===== config.mk =====
export PLATFORM = sky130hd
export DESIGN_NAME = arm_pipeline
export DESIGN_NICKNAME = d
export VERILOG_FILES = /design/src/isa_pkg.sv /design/src/pipe_pkg.sv /design/src/reg_file.sv /design/src/instr_decoder.sv /design/src/barrel_shifter.sv /design/src/alu.sv /design/src/hazard_unit.sv /design/src/execute_stage.sv /design/src/arm_pipeline.sv
export SDC_FILE = /design/constraint.sdc
export NUM_CORES = 2
export LEC_CHECK = 0
export BUFFER_PORTS_ARGS = -buffer_cell sky130_fd_sc_hd__clkbuf_2
export CORE_MARGIN = 2
export CORE_UTILIZATION = 39
export CTS_BUF_LIST = sky130_fd_sc_hd__clkbuf_2 sky130_fd_sc_hd__clkbuf_4 sky130_fd_sc_hd__clkbuf_8
export CTS_CLUSTER_DIAMETER = 80
export DETAILED_ROUTE_END_ITERATION = 8
export GPL_TIMING_DRIVEN = 0
export PLACE_DENSITY_LB_ADDON = 0.1
export SYNTH_ARGS = -nofsm -noshare
export SYNTH_HDL_FRONTEND = slang
export SYNTH_HIERARCHICAL = 1
export SYNTH_SLANG_ARGS = --single-unit
export TNS_END_PERCENT = 10

===== constraint.sdc =====
create_clock -name clk -period 44.9 [get_ports clk]
set_input_delay 2.245 -clock clk [delete_from_list [all_inputs] [get_ports clk]]
set_output_delay 2.245 -clock clk [all_outputs]
set_load 0.01 [all_outputs]

===== src/isa_pkg.sv =====
package isa_pkg;

    ////////////////////////////////////////
    // basic word types

    typedef logic [31:0] word_t;
    typedef logic [3:0]  reg_idx_t;
    typedef logic [4:0]  shamt_t;

    typedef enum logic [1:0] {
        SHIFT_LSL = 2'b00,
        SHIFT_LSR = 2'b01,
        SHIFT_ASR = 2'b10,
        SHIFT_ROR = 2'b11
    } shift_t;

    ////////////////////////////////////////
    // op field and data-processing commands

    localparam logic [1:0] OP_DATA = 2'b00;
    localparam logic [1:0] OP_MEM  = 2'b01;

    localparam logic [3:0] CMD_AND = 4'b0000;
    localparam logic [3:0] CMD_EOR = 4'b0001;
    localparam logic [3:0] CMD_SUB = 4'b0010;
    localparam logic [3:0] CMD_ADD = 4'b0100;
    localparam logic [3:0] CMD_ORR = 4'b1100;
    localparam logic [3:0] CMD_MOV = 4'b1101;

    ////////////////////////////////////////
    // field positions inside the instruction word

    localparam int OP_MSB    = 27;
    localparam int OP_LSB    = 26;
    localparam int IMM_BIT   = 25;
    localparam int CMD_MSB   = 24;
    localparam int CMD_LSB   = 21;
    // U and L bits only mean something for LDR/STR
    localparam int UP_BIT    = 23;
    localparam int LOAD_BIT  = 20;
    localparam int RN_LSB    = 16;
    localparam int RD_LSB    = 12;
    localparam int RM_LSB    = 0;
    localparam int SHAMT_LSB = 7;
    localparam int SH_LSB    = 5;

    localparam int IMM8_W  = 8;
    localparam int IMM12_W = 12;

    localparam reg_idx_t PC_REG = 4'd15;

endpackage


===== src/pipe_pkg.sv =====
package pipe_pkg;

    typedef enum logic [2:0] {
        ALU_ADD    = 3'd0,
        ALU_SUB    = 3'd1,
        ALU_AND    = 3'd2,
        ALU_ORR    = 3'd3,
        ALU_EOR    = 3'd4,
        ALU_PASS_B = 3'd5
    } alu_op_t;

    // operand source for execute
    typedef enum logic [1:0] {
        FWD_REG = 2'b00,
        FWD_WB  = 2'b01,
        FWD_MEM = 2'b10
    } fwd_sel_t;

    localparam int          NUM_GP_REGS   = 15;
    localparam logic [31:0] PC_STEP       = 32'd4;
    localparam logic [31:0] PC_R15_OFFSET = 32'd8;
    localparam logic [31:0] RESET_PC      = 32'h0000_0000;

endpackage


===== src/reg_file.sv =====
`timescale 1ns/1ps

module reg_file import isa_pkg::*; import pipe_pkg::*; (
    input  logic     clk,
    input  logic     reset,
    input  reg_idx_t ra1,
    input  reg_idx_t ra2,
    input  reg_idx_t wa,
    input  logic     we,
    input  word_t    wd,
    input  word_t    r15,
    output word_t    rd1,
    output word_t    rd2
);

    word_t regs [NUM_GP_REGS];

    // r15 comes from the pc, otherwise a same-cycle write wins over the array
    function automatic word_t read_port(reg_idx_t ra);
        if (ra == PC_REG)
            return r15;
        else if (we && (ra == wa))
            return wd;
        else
            return regs[ra];
    endfunction

    always_ff @(posedge clk or posedge reset) begin
        if (reset) begin
            for (int i = 0; i < NUM_GP_REGS; i++)
                regs[i] <= '0;
        end else if (we && (wa != PC_REG)) begin
            regs[wa] <= wd;
        end
    end

    assign rd1 = read_port(ra1);
    assign rd2 = read_port(ra2);

endmodule


===== src/instr_decoder.sv =====
`timescale 1ns/1ps

module instr_decoder import isa_pkg::*; import pipe_pkg::*; (
    input  word_t    instr,
    output reg_idx_t ra1,
    output reg_idx_t ra2,
    output reg_idx_t wa,
    output logic     reg_write,
    output logic     mem_write,
    output logic     mem_to_reg,
    output logic     alu_src,
    output alu_op_t  alu_op,
    output word_t    ext_imm,
    output shift_t   shift_type,
    output shamt_t   shamt
);

    logic [1:0] op;
    logic [3:0] cmd;
    reg_idx_t   rn;
    reg_idx_t   rd;
    reg_idx_t   rm;

    assign op  = instr[OP_MSB:OP_LSB];
    assign cmd = instr[CMD_MSB:CMD_LSB];
    assign rn  = instr[RN_LSB +: $bits(reg_idx_t)];
    assign rd  = instr[RD_LSB +: $bits(reg_idx_t)];
    assign rm  = instr[RM_LSB +: $bits(reg_idx_t)];

    // shift fields pass straight through, execute ignores them for immediates
    assign shift_type = shift_t'(instr[SH_LSB +: $bits(shift_t)]);
    assign shamt      = instr[SHAMT_LSB +: $bits(shamt_t)];

    always_comb begin
        ra1        = rn;
        ra2        = rm;
        wa         = rd;
        reg_write  = 1'b0;
        mem_write  = 1'b0;
        mem_to_reg = 1'b0;
        alu_src    = 1'b0;
        alu_op     = ALU_ADD;
        ext_imm    = word_t'(instr[IMM8_W-1:0]);

        case (op)
            OP_DATA: begin
                alu_src   = instr[IMM_BIT];
                reg_write = 1'b1;
                case (cmd)
                    CMD_AND: alu_op = ALU_AND;
                    CMD_EOR: alu_op = ALU_EOR;
                    CMD_SUB: alu_op = ALU_SUB;
                    CMD_ADD: alu_op = ALU_ADD;
                    CMD_ORR: alu_op = ALU_ORR;
                    CMD_MOV: alu_op = ALU_PASS_B;
                    // other commands are not implemented, treat as no-op
                    default: reg_write = 1'b0;
                endcase
            end
            OP_MEM: begin
                alu_src = 1'b1;
                ext_imm = word_t'(instr[IMM12_W-1:0]);
                if (instr[UP_BIT])
                    alu_op = ALU_ADD;
                else
                    alu_op = ALU_SUB;
                if (instr[LOAD_BIT]) begin
                    reg_write  = 1'b1;
                    mem_to_reg = 1'b1;
                end else begin
                    // store data comes from rd
                    ra2       = rd;
                    mem_write = 1'b1;
                end
            end
            default: begin
                // op 10 and 11 are no-ops
            end
        endcase

        // r15 is never written, a store of r15 still goes out
        if (rd == PC_REG) begin
            reg_write  = 1'b0;
            mem_to_reg = 1'b0;
        end
    end

endmodule


===== src/barrel_shifter.sv =====
`timescale 1ns/1ps

module barrel_shifter import isa_pkg::*; (
    input  word_t  value,
    input  shift_t shift_type,
    input  shamt_t shamt,
    output word_t  result
);

    logic [63:0] doubled;
    logic [63:0] rotated;

    // rotate right as the low half of a doubled word shifted right
    assign doubled = {value, value};
    assign rotated = doubled >> shamt;

    always_comb begin
        case (shift_type)
            SHIFT_LSL: begin
                result = value << shamt;
            end
            SHIFT_LSR: begin
                result = value >> shamt;
            end
            SHIFT_ASR: begin
                // sign fill
                result = word_t'($signed(value) >>> shamt);
            end
            SHIFT_ROR: begin
                result = rotated[31:0];
            end
            default: begin
                result = value;
            end
        endcase
    end

    // amount 0 falls out of every case above as value unchanged

endmodule


===== src/alu.sv =====
`timescale 1ns/1ps

module alu import isa_pkg::*; import pipe_pkg::*; (
    input  word_t   a,
    input  word_t   b,
    input  alu_op_t alu_op,
    output word_t   result
);

    always_comb begin
        case (alu_op)
            ALU_ADD: begin
                result = a + b;
            end
            ALU_SUB: begin
                result = a - b;
            end
            ALU_AND: begin
                result = a & b;
            end
            ALU_ORR: begin
                result = a | b;
            end
            ALU_EOR: begin
                result = a ^ b;
            end
            ALU_PASS_B: begin
                // mov
                result = b;
            end
            default: begin
                result = '0;
            end
        endcase
    end

endmodule


===== src/hazard_unit.sv =====
`timescale 1ns/1ps

module hazard_unit import isa_pkg::*; import pipe_pkg::*; (
    input  reg_idx_t ra1_d,
    input  reg_idx_t ra2_d,
    input  reg_idx_t ra1_e,
    input  reg_idx_t ra2_e,
    input  reg_idx_t wa_e,
    input  logic     mem_to_reg_e,
    input  reg_idx_t wa_m,
    input  logic     reg_write_m,
    input  reg_idx_t wa_w,
    input  logic     reg_write_w,
    output fwd_sel_t fwd_a,
    output fwd_sel_t fwd_b,
    output logic     stall
);

    // youngest producer wins
    function automatic fwd_sel_t pick_source(reg_idx_t ra);
        if (reg_write_m && (wa_m == ra))
            return FWD_MEM;
        else if (reg_write_w && (wa_w == ra))
            return FWD_WB;
        else
            return FWD_REG;
    endfunction

    assign fwd_a = pick_source(ra1_e);
    assign fwd_b = pick_source(ra2_e);

    ////////////////////////////////////////
    // load-use

    // load data only exists after memory, so hold decode one cycle
    assign stall = mem_to_reg_e && ((ra1_d == wa_e) || (ra2_d == wa_e));

endmodule


===== src/execute_stage.sv =====
`timescale 1ns/1ps

module execute_stage import isa_pkg::*; import pipe_pkg::*; (
    input  logic     clk,
    input  logic     reset,
    input  logic     flush,
    input  word_t    rd1_d,
    input  word_t    rd2_d,
    input  word_t    ext_imm_d,
    input  reg_idx_t ra1_d,
    input  reg_idx_t ra2_d,
    input  reg_idx_t wa_d,
    input  logic     reg_write_d,
    input  logic     mem_write_d,
    input  logic     mem_to_reg_d,
    input  logic     alu_src_d,
    input  alu_op_t  alu_op_d,
    input  shift_t   shift_type_d,
    input  shamt_t   shamt_d,
    input  fwd_sel_t fwd_a,
    input  fwd_sel_t fwd_b,
    input  word_t    result_w,
    output reg_idx_t ra1_e,
    output reg_idx_t ra2_e,
    output reg_idx_t wa_e,
    output logic     mem_to_reg_e,
    output word_t    alu_out_m,
    output word_t    write_data_m,
    output reg_idx_t wa_m,
    output logic     reg_write_m,
    output logic     mem_write_m,
    output logic     mem_to_reg_m
);

    logic    reg_write_e;
    logic    mem_write_e;
    logic    alu_src_e;
    alu_op_t alu_op_e;
    shift_t  shift_type_e;
    shamt_t  shamt_e;
    word_t   rd1_e;
    word_t   rd2_e;
    word_t   ext_imm_e;
    word_t   src_a;
    word_t   reg_b;
    word_t   shifted_b;
    word_t   src_b;
    word_t   alu_result;

    ////////////////////////////////////////
    // decode/execute register

    // a flush leaves a bubble with no side effects
    always_ff @(posedge clk or posedge reset) begin
        if (reset) begin
            reg_write_e  <= 1'b0;
            mem_write_e  <= 1'b0;
            mem_to_reg_e <= 1'b0;
        end else if (flush) begin
            reg_write_e  <= 1'b0;
            mem_write_e  <= 1'b0;
            mem_to_reg_e <= 1'b0;
        end else begin
            reg_write_e  <= reg_write_d;
            mem_write_e  <= mem_write_d;
            mem_to_reg_e <= mem_to_reg_d;
        end
    end

    always_ff @(posedge clk) begin
        rd1_e        <= rd1_d;
        rd2_e        <= rd2_d;
        ext_imm_e    <= ext_imm_d;
        ra1_e        <= ra1_d;
        ra2_e        <= ra2_d;
        wa_e         <= wa_d;
        alu_src_e    <= alu_src_d;
        alu_op_e     <= alu_op_d;
        shift_type_e <= shift_type_d;
        shamt_e      <= shamt_d;
    end

    ////////////////////////////////////////
    // operands

    function automatic word_t fwd_mux(fwd_sel_t sel, word_t reg_val);
        case (sel)
            FWD_MEM: return alu_out_m;
            FWD_WB:  return result_w;
            default: return reg_val;
        endcase
    endfunction

    assign src_a = fwd_mux(fwd_a, rd1_e);
    assign reg_b = fwd_mux(fwd_b, rd2_e);

    barrel_shifter u_shifter (
        .value      (reg_b),
        .shift_type (shift_type_e),
        .shamt      (shamt_e),
        .result     (shifted_b)
    );

    assign src_b = alu_src_e ? ext_imm_e : shifted_b;

    alu u_alu (
        .a      (src_a),
        .b      (src_b),
        .alu_op (alu_op_e),
        .result (alu_result)
    );

    ////////////////////////////////////////
    // execute/memory register

    always_ff @(posedge clk or posedge reset) begin
        if (reset) begin
            reg_write_m  <= 1'b0;
            mem_write_m  <= 1'b0;
            mem_to_reg_m <= 1'b0;
        end else begin
            reg_write_m  <= reg_write_e;
            mem_write_m  <= mem_write_e;
            mem_to_reg_m <= mem_to_reg_e;
        end
    end

    // store data is the unshifted rd value
    always_ff @(posedge clk) begin
        alu_out_m    <= alu_result;
        write_data_m <= reg_b;
        wa_m         <= wa_e;
    end

endmodule


===== src/arm_pipeline.sv =====
`timescale 1ns/1ps

module arm_pipeline import isa_pkg::*; import pipe_pkg::*; (
    input  logic  clk,
    input  logic  reset,
    input  word_t instr,
    input  word_t read_data,
    output word_t pc,
    output word_t addr_data,
    output word_t write_data,
    output logic  mem_write
);

    word_t    instr_d;
    word_t    r15;
    logic     stall;

    reg_idx_t ra1_d;
    reg_idx_t ra2_d;
    reg_idx_t wa_d;
    logic     reg_write_d;
    logic     mem_write_d;
    logic     mem_to_reg_d;
    logic     alu_src_d;
    alu_op_t  alu_op_d;
    word_t    ext_imm_d;
    shift_t   shift_type_d;
    shamt_t   shamt_d;
    word_t    rd1_d;
    word_t    rd2_d;

    reg_idx_t ra1_e;
    reg_idx_t ra2_e;
    reg_idx_t wa_e;
    logic     mem_to_reg_e;
    fwd_sel_t fwd_a;
    fwd_sel_t fwd_b;

    word_t    alu_out_m;
    word_t    write_data_m;
    reg_idx_t wa_m;
    logic     reg_write_m;
    logic     mem_write_m;
    logic     mem_to_reg_m;

    word_t    alu_out_w;
    word_t    read_data_w;
    reg_idx_t wa_w;
    logic     reg_write_w;
    logic     mem_to_reg_w;
    word_t    result_w;

    ////////////////////////////////////////
    // fetch

    always_ff @(posedge clk or posedge reset) begin
        if (reset) begin
            pc      <= RESET_PC;
            instr_d <= '0;
        end else if (!stall) begin
            pc      <= pc + PC_STEP;
            instr_d <= instr;
        end
    end

    // pc is one step ahead of decode, so this is the decode address plus 8
    assign r15 = pc + PC_STEP;

    ////////////////////////////////////////
    // decode

    instr_decoder u_decoder (
        .instr      (instr_d),
        .ra1        (ra1_d),
        .ra2        (ra2_d),
        .wa         (wa_d),
        .reg_write  (reg_write_d),
        .mem_write  (mem_write_d),
        .mem_to_reg (mem_to_reg_d),
        .alu_src    (alu_src_d),
        .alu_op     (alu_op_d),
        .ext_imm    (ext_imm_d),
        .shift_type (shift_type_d),
        .shamt      (shamt_d)
    );

    reg_file u_reg_file (
        .clk   (clk),
        .reset (reset),
        .ra1   (ra1_d),
        .ra2   (ra2_d),
        .wa    (wa_w),
        .we    (reg_write_w),
        .wd    (result_w),
        .r15   (r15),
        .rd1   (rd1_d),
        .rd2   (rd2_d)
    );

    hazard_unit u_hazard (
        .ra1_d        (ra1_d),
        .ra2_d        (ra2_d),
        .ra1_e        (ra1_e),
        .ra2_e        (ra2_e),
        .wa_e         (wa_e),
        .mem_to_reg_e (mem_to_reg_e),
        .wa_m         (wa_m),
        .reg_write_m  (reg_write_m),
        .wa_w         (wa_w),
        .reg_write_w  (reg_write_w),
        .fwd_a        (fwd_a),
        .fwd_b        (fwd_b),
        .stall        (stall)
    );

    ////////////////////////////////////////
    // execute

    execute_stage u_execute (
        .clk          (clk),
        .reset        (reset),
        .flush        (stall),
        .rd1_d        (rd1_d),
        .rd2_d        (rd2_d),
        .ext_imm_d    (ext_imm_d),
        .ra1_d        (ra1_d),
        .ra2_d        (ra2_d),
        .wa_d         (wa_d),
        .reg_write_d  (reg_write_d),
        .mem_write_d  (mem_write_d),
        .mem_to_reg_d (mem_to_reg_d),
        .alu_src_d    (alu_src_d),
        .alu_op_d     (alu_op_d),
        .shift_type_d (shift_type_d),
        .shamt_d      (shamt_d),
        .fwd_a        (fwd_a),
        .fwd_b        (fwd_b),
        .result_w     (result_w),
        .ra1_e        (ra1_e),
        .ra2_e        (ra2_e),
        .wa_e         (wa_e),
        .mem_to_reg_e (mem_to_reg_e),
        .alu_out_m    (alu_out_m),
        .write_data_m (write_data_m),
        .wa_m         (wa_m),
        .reg_write_m  (reg_write_m),
        .mem_write_m  (mem_write_m),
        .mem_to_reg_m (mem_to_reg_m)
    );

    ////////////////////////////////////////
    // memory

    assign addr_data  = alu_out_m;
    assign write_data = write_data_m;
    assign mem_write  = mem_write_m;

    always_ff @(posedge clk or posedge reset) begin
        if (reset) begin
            reg_write_w  <= 1'b0;
            mem_to_reg_w <= 1'b0;
        end else begin
            reg_write_w  <= reg_write_m;
            mem_to_reg_w <= mem_to_reg_m;
        end
    end

    always_ff @(posedge clk) begin
        alu_out_w   <= alu_out_m;
        read_data_w <= read_data;
        wa_w        <= wa_m;
    end

    ////////////////////////////////////////
    // writeback

    assign result_w = mem_to_reg_w ? read_data_w : alu_out_w;

endmodule


# After elaboration in Yosys (flattened, before gate mapping)
# Index checks and enable logic that the tools add are counted.
totals:
  register_bits: 783
  out_inout_bits: 97
  in_bits: 66
  elab_cells: 144
classes:
  magnitude_cmp: 4
  mux: 40
  bitwise: 6
  eq_ne: 30
  shifts: 4
  reduce_logical: 15
  addsub: 3
ops:
  columns: ["cell", "count"]
  rows:
  - ["480-bit bitwise mux", 1]
  - ["32-bit 2-to-1 mux", 11]
  - ["32-bit binary-select mux with 4-bit select", 2]
  - ["32-bit one-hot mux with 6 select lines", 1]
  - ["32-bit demux with 4-bit select", 1]
  - ["32-bit one-hot mux with 2 select lines", 2]
  - ["32-bit one-hot mux with 4 select lines", 1]
  - ["64-bit by 5-bit right shift with 32-bit output", 1]
  - ["32-bit by 3-bit adder with 32-bit output (second input constant)", 1]
  - ["32-bit adder", 1]
  - ["32-bit AND", 1]
  - ["4-bit == test", 8]
  - ["32-bit OR", 1]
  - ["32-bit by 5-bit << shifter with 32-bit output", 1]
  - ["32-bit by 5-bit right shift with 32-bit output", 1]
  - ["32-bit by 5-bit >>> shifter with 32-bit output", 1]
  - ["32-bit subtractor", 1]
  - ["32-bit bitwise XOR", 1]
  - ["4-bit == test (second input constant)", 5]
  - ["5-bit >= comparator (second input constant)", 3]
  - ["4-bit inverter with 5-bit output", 3]
  - ["3-bit one-hot mux with 5 select lines", 1]
  - ["1-bit 2-to-1 mux", 13]
  - ["1-bit logical AND", 9]
  - ["19 further kinds", 31]

# Logic depth before layout (Yosys ltp)
logic_depth:
  depth_word: 11
  mapped_depth: 35
  mapped_depth_nobuf: 31

# Hierarchy
# The synthesis kept the hierarchy.
by_module_without_submodules:
  columns: ["module", "seq_area_each_um2", "cells_per_inst", "area_per_inst_um2", "instances"]
  rows:
  - ["reg_file", 12011.5, 2009, 27033.4, 1]
  - ["barrel_shifter", 0.0, 782, 5934.4, 1]
  - ["execute_stage", 3893.7, 459, 5696.7, 1]
  - ["arm_pipeline", 2962.8, 380, 4890.9, 1]
  - ["alu", 0.0, 622, 4309.1, 1]
  - ["instr_decoder", 0.0, 75, 571.8, 1]
  - ["hazard_unit", 0.0, 40, 297.8, 1]

# Worst setup path after synthesis
# Ideal clock, no wire load.
synth_timing:
  path_kind: "register to register"
  startpoint: "reg wa_w[3]"
  endpoint: "reg u_execute.alu_out_m[30]"
  t_required_ns: 44.780
  arrival_ns: 6.373
  path_stages_with_launch: 33
  n_path_buf: 4
  synth_period_minus_slack_ns: 6.493
  setup_slack_ns: 38.407
  setup_ns: 0.120
  cell_sequence: "dfxtp_1 > xor2_1 > nor3_1 > nand3_1 > nor2_1 > inv_1 > ha_1 > buf_2 > buf_2 > nand2_1 > o21ai_1 > clkbuf_1 > mux4_1 > mux2i_1 > nand2_1 > a21oi_1 > nor2_1 > a2bb2oi_1 > mux2_4 > nor4_2 > nand2_1 > or4_1 > o41ai_1 > xnor2_1 > ha_1 > clkbuf_1 > nand2_1 > nor3_1 > a221oi_2 > nor4bb_2 > a21oi_2 > o2111a_1 > a211o_1"
synth_between:
  elab_chain_len: 11
  elab_cells_between_ends: 26
  classes_between: "2 x add/sub; 6 x eq/ne; 4 x shift; 9 x mux; 3 x bitwise; 2 x reduce/logical"
synth_lines:
  columns: ["element", "line", "source"]
  rows:
  - ["from (decl)", "arm_pipeline.sv:48", "reg_idx_t wa_w;"]
  - ["from (signal assigned)", "arm_pipeline.sv:171", "wa_w <= wa_m;"]
  - ["4-bit == test *", "hazard_unit.sv:23", "else if (reg_write_w && (wa_w == ra))"]
  - ["1-bit logical AND *", "hazard_unit.sv:23", null]
  - ["1-bit 2-to-1 mux *", "hazard_unit.sv:23", null]
  - ["2-bit 2-to-1 mux *", "hazard_unit.sv:21", "if (reg_write_m && (wa_m == ra))"]
  - ["net fwd_b[0]", "arm_pipeline.sv:37", "fwd_sel_t fwd_b;"]
  - ["2-bit by 1-bit == test with 1-bit output or 2-bit == test (tied branches)", "execute_stage.sv:87", "case (sel)"]
  - ["32-bit one-hot mux with 2 select lines *", "execute_stage.sv:87", null]
  - ["net u_execute.reg_b[5]", "execute_stage.sv:45", "word_t reg_b;"]
  - ["64-bit by 5-bit right shift with 32-bit output (tied with other cells)", "barrel_shifter.sv:15", "assign rotated = doubled >> shamt;"]
  - ["32-bit one-hot mux with 4 select lines *", "barrel_shifter.sv:18", "case (shift_type)"]
  - ["net u_execute.shifted_b[4]", "execute_stage.sv:46", "word_t shifted_b;"]
  - ["32-bit 2-to-1 mux *", "execute_stage.sv:104", "assign src_b = alu_src_e ? ext_imm_e : shifted_b;"]
  - ["net u_execute.src_b[4]", "execute_stage.sv:47", "word_t src_b;"]
  - ["32-bit subtractor or 32-bit adder (tied branches)", "alu.sv:16, alu.sv:13", null]
  - ["32-bit one-hot mux with 6 select lines *", "alu.sv:11", "case (alu_op)"]
  - ["net u_execute.alu_result[30]", "execute_stage.sv:48", "word_t alu_result;"]
  - ["to (signal assigned)", "execute_stage.sv:130", "alu_out_m <= alu_result;"]
  - ["to (decl)", "execute_stage.sv:27", "output word_t alu_out_m,"]
# The timed path passes the listed nets; every way through them passes the cells marked *.
# A chain may end at the register's enable or synchronous reset.

# Worst setup path in the final report
layout_timing:
  startpoint: "reg mem_to_reg_w"
  endpoint: "reg u_execute.alu_out_m[31]"
layout_between:
  elab_chain_len: 7
  elab_cells_between_ends: 15
  classes_between: "2 x add/sub; 4 x shift; 6 x mux; 3 x bitwise"
layout_lines:
  columns: ["element", "line", "source"]
  rows:
  - ["from (decl)", "arm_pipeline.sv:50", "logic mem_to_reg_w;"]
  - ["from (signal assigned)", "arm_pipeline.sv:164", "mem_to_reg_w <= mem_to_reg_m;"]
  - ["32-bit 2-to-1 mux *", "arm_pipeline.sv:177", "assign result_w = mem_to_reg_w ? read_data_w : alu_out_w;"]
  - ["net result_w[28]", "arm_pipeline.sv:51", "word_t result_w;"]
  - ["32-bit one-hot mux with 2 select lines *", "execute_stage.sv:87", null]
  - ["net u_execute.reg_b[28]", "execute_stage.sv:45", null]
  - ["64-bit by 5-bit right shift with 32-bit output (tied with other cells)", "barrel_shifter.sv:15", null]
  - ["32-bit one-hot mux with 4 select lines *", "barrel_shifter.sv:18", null]
  - ["net u_execute.shifted_b[5]", "execute_stage.sv:46", null]
  - ["32-bit 2-to-1 mux *", "execute_stage.sv:104", null]
  - ["net u_execute.src_b[5]", "execute_stage.sv:47", null]
  - ["32-bit subtractor or 32-bit adder (tied branches)", "alu.sv:16, alu.sv:13", null]
  - ["32-bit one-hot mux with 6 select lines *", "alu.sv:11", null]
  - ["net u_execute.alu_result[31]", "execute_stage.sv:48", null]
# Marks and branches as above.

==> results.json <==
{
  "timing.hold.ws_ns": 0.3507,
  "p_leak_nw": 24.00,
  "drc_errors": 0,
  "clockBufferDepth": 3,
  "postSynthCellCount": 4359,
  "vdd_ir_drop_max_uv": 36.49,
  "cts_sinks": 801,
  "finalNetCount": 4867,
  "syn_area_um2": 48590,
  "period_share": 0.2189,
  "vias_per_cell": 6.188,
  "fp-row-count": 129,
  "die_h_um": 357.0,
  "insertion_delay_ns": 0.92,
  "start_util": 0.3930,
  "setup_viol": 0,
  "grt.total_usage": 0.3394,
  "fin_ws_ns": 35.07,
  "critPathMaxStageDelay_ns": 1.05,
  "syn_avg_cell_area_um2": 11.15,
  "final_common_cell": "dfrtp_1",
  "grt_pass1_wl_um": 306000,
  "gp_congestion": 1.029,
  "violations": "max-capacitance violations, max-slew violations",
  "relSlewSlack": -0.06856,
  "crit_fanout": 10,
  "multi_input_comb_area_um2": 27120,
  "tritoncts": "done",
  "detailedPlace.worstSlack_ns": 35.63,
  "arrival_ns": 10.59,
  "grt_max_degree": 120,
  "powerDensity_nw_per_um2": 58.71,
  "drv_cap": 2,
  "fp.dieW_um": 357.0,
  "num_vias": 39990,
  "path_clk_slew_ns": 0.07,
  "wirelength_um": 219400,
  "core-area_um2": 123600,
  "period_minus_slack_ns": 9.828,
  "seqCellArea_um2": 18770,
  "dpl-instance-area_um2": 51730,
  "critPathKind": "flip-flop to flip-flop",
  "dieArea_um2": 127400,
  "num-fill-cells": 11910,
  "endpoint_kind": "flip-flop",
  "final_area_um2": 55100,
  "setup-tns-final_ns": 0,
  "wire_per_inst_um": 33.95,
  "crit_path_top_delay_cell": "o32ai_1",
  "worst_slew_pin_slew_ns": 1.603,
  "hpwlAfterDp_um": 168200,
  "ioPinCount": 163,
  "finClkSkew_ns": 0.04615,
  "drt_iter0_drc": 4014,
  "globalRouteOverflowTotal": 0,
  "hold_violations": 0,
  "postRouteAntennaNets": 0,
  "cp.required_ns": 45.66,
  "status": "complete, but fails checks",
  "rsz0062_at_grt": "no",
  "yosysWarnings": 6,
  "finalMaxSlewViolations": 8,
  "startpoint_type": "flip-flop",
  "portBuffers": 156,
  "max_clock_freq_mhz": 101.8,
  "r2r_setup_slack_ns": 35.07,
  "htree_levels": 4,
  "total_power_w": 0.003235,
  "grt_pass1_vias": 39070,
  "final_cell_mix": "dfrtp_1, mux2_2, mux2i_1",
  "antenna_found_initial": 13,
  "cts_setup_buffers": 0,
  "hp-class": "flip-flop to flip-flop",
  "layout-drive-gt1-share": 0.3213,
  "cts-root-buf": "clkbuf_8",
  "area_growth_pct": 13.40,
  "dr.pass1.iters": 6,
  "cts-buffers-inserted": 150,
  "ctsResizeCount": 0,
  "ctsHoldBuffers": 0
}
==> state kept, by name, indices dropped and copies added (netlist names), 2 cells and up <==
register,flops
u_execute/rd2_e,32
u_execute/ext_imm_e,32
pc,30
u_execute/ra2_e,4
u_execute/alu_out_m,32
wa_w,4
u_execute/wa_m,4
u_execute/rd1_e,32
u_reg_file/regs,480
u_execute/write_data_m,32
u_execute/wa_e,4
alu_out_w,32
u_execute/shift_type_e,2
u_execute/shamt_e,5
read_data_w,32
instr_d,28
u_execute/alu_op_e,3
u_execute/ra1_e,4
==> per-layer routing <==
layer	global-route usage	vias to the layer above	part of all wire
met5	0	-	0.00034
met4	0.2093	12	0.070
met3	0.06750	545	0.071
met2	0.5254	1969	0.45
met1	0.4373	20520	0.41
li1	-	16940	-
==> path summary, 6_finish.rpt <==
path                                             start                      end  cells past startpoint
worst max-delay path                      mem_to_reg_w  u_execute/alu_out_m[31]                     29
worst min-delay path            u_execute/mem_to_reg_m             mem_to_reg_w                      0
worst max register to register            mem_to_reg_w  u_execute/alu_out_m[31]                     29
worst min register to register  u_execute/mem_to_reg_m             mem_to_reg_w                      0
max in group asynchronous                        reset     u_reg_file/regs[258]                      4
min in group asynchronous                        reset    u_execute/mem_write_e                      2
==> through the flow <==
stage	cells	utilization
after floorplan	4383	-
after global placement	6176	0.4166
after detailed placement	6184	0.4184
after CTS	6455	0.4455
after global routing	6459	0.4456
final	6463	0.4457
==> critical path, delay by kind of cell, from the launching register on <==
kind / cells / cell delay, ns
flops: 1 / 0.32
buf+inv: 4 / 2.11
xor+xnor: 2 / 0.36
fa+ha+maj: 1 / 0.27
mux: 3 / 1.31
compound gates: 10 / 2.96
simple gates: 9 / 2.34
==> power by group <==
part	total (W)	switching (W)	internal (W)	leakage (nW)
combinational	0.00130	0.000789	0.000506	12.9
sequential	0.00114	0.000196	0.000948	9.32
clock	0.000796	0.000335	0.000460	1.78
==> final cells by class <==
cell class                 instances  area share
multi-input combinational       3049      0.4922
sequential                       801      0.3406
clock buffer                     231     0.05293
buffer                           439     0.04469
tap                             1637     0.03717
timing repair buffer             164     0.01758
clock inverter                    40    0.007880
inverter                          94    0.006585
antenna                            8   0.0003633
Note: power is estimated with default switching activity, not from simulation.
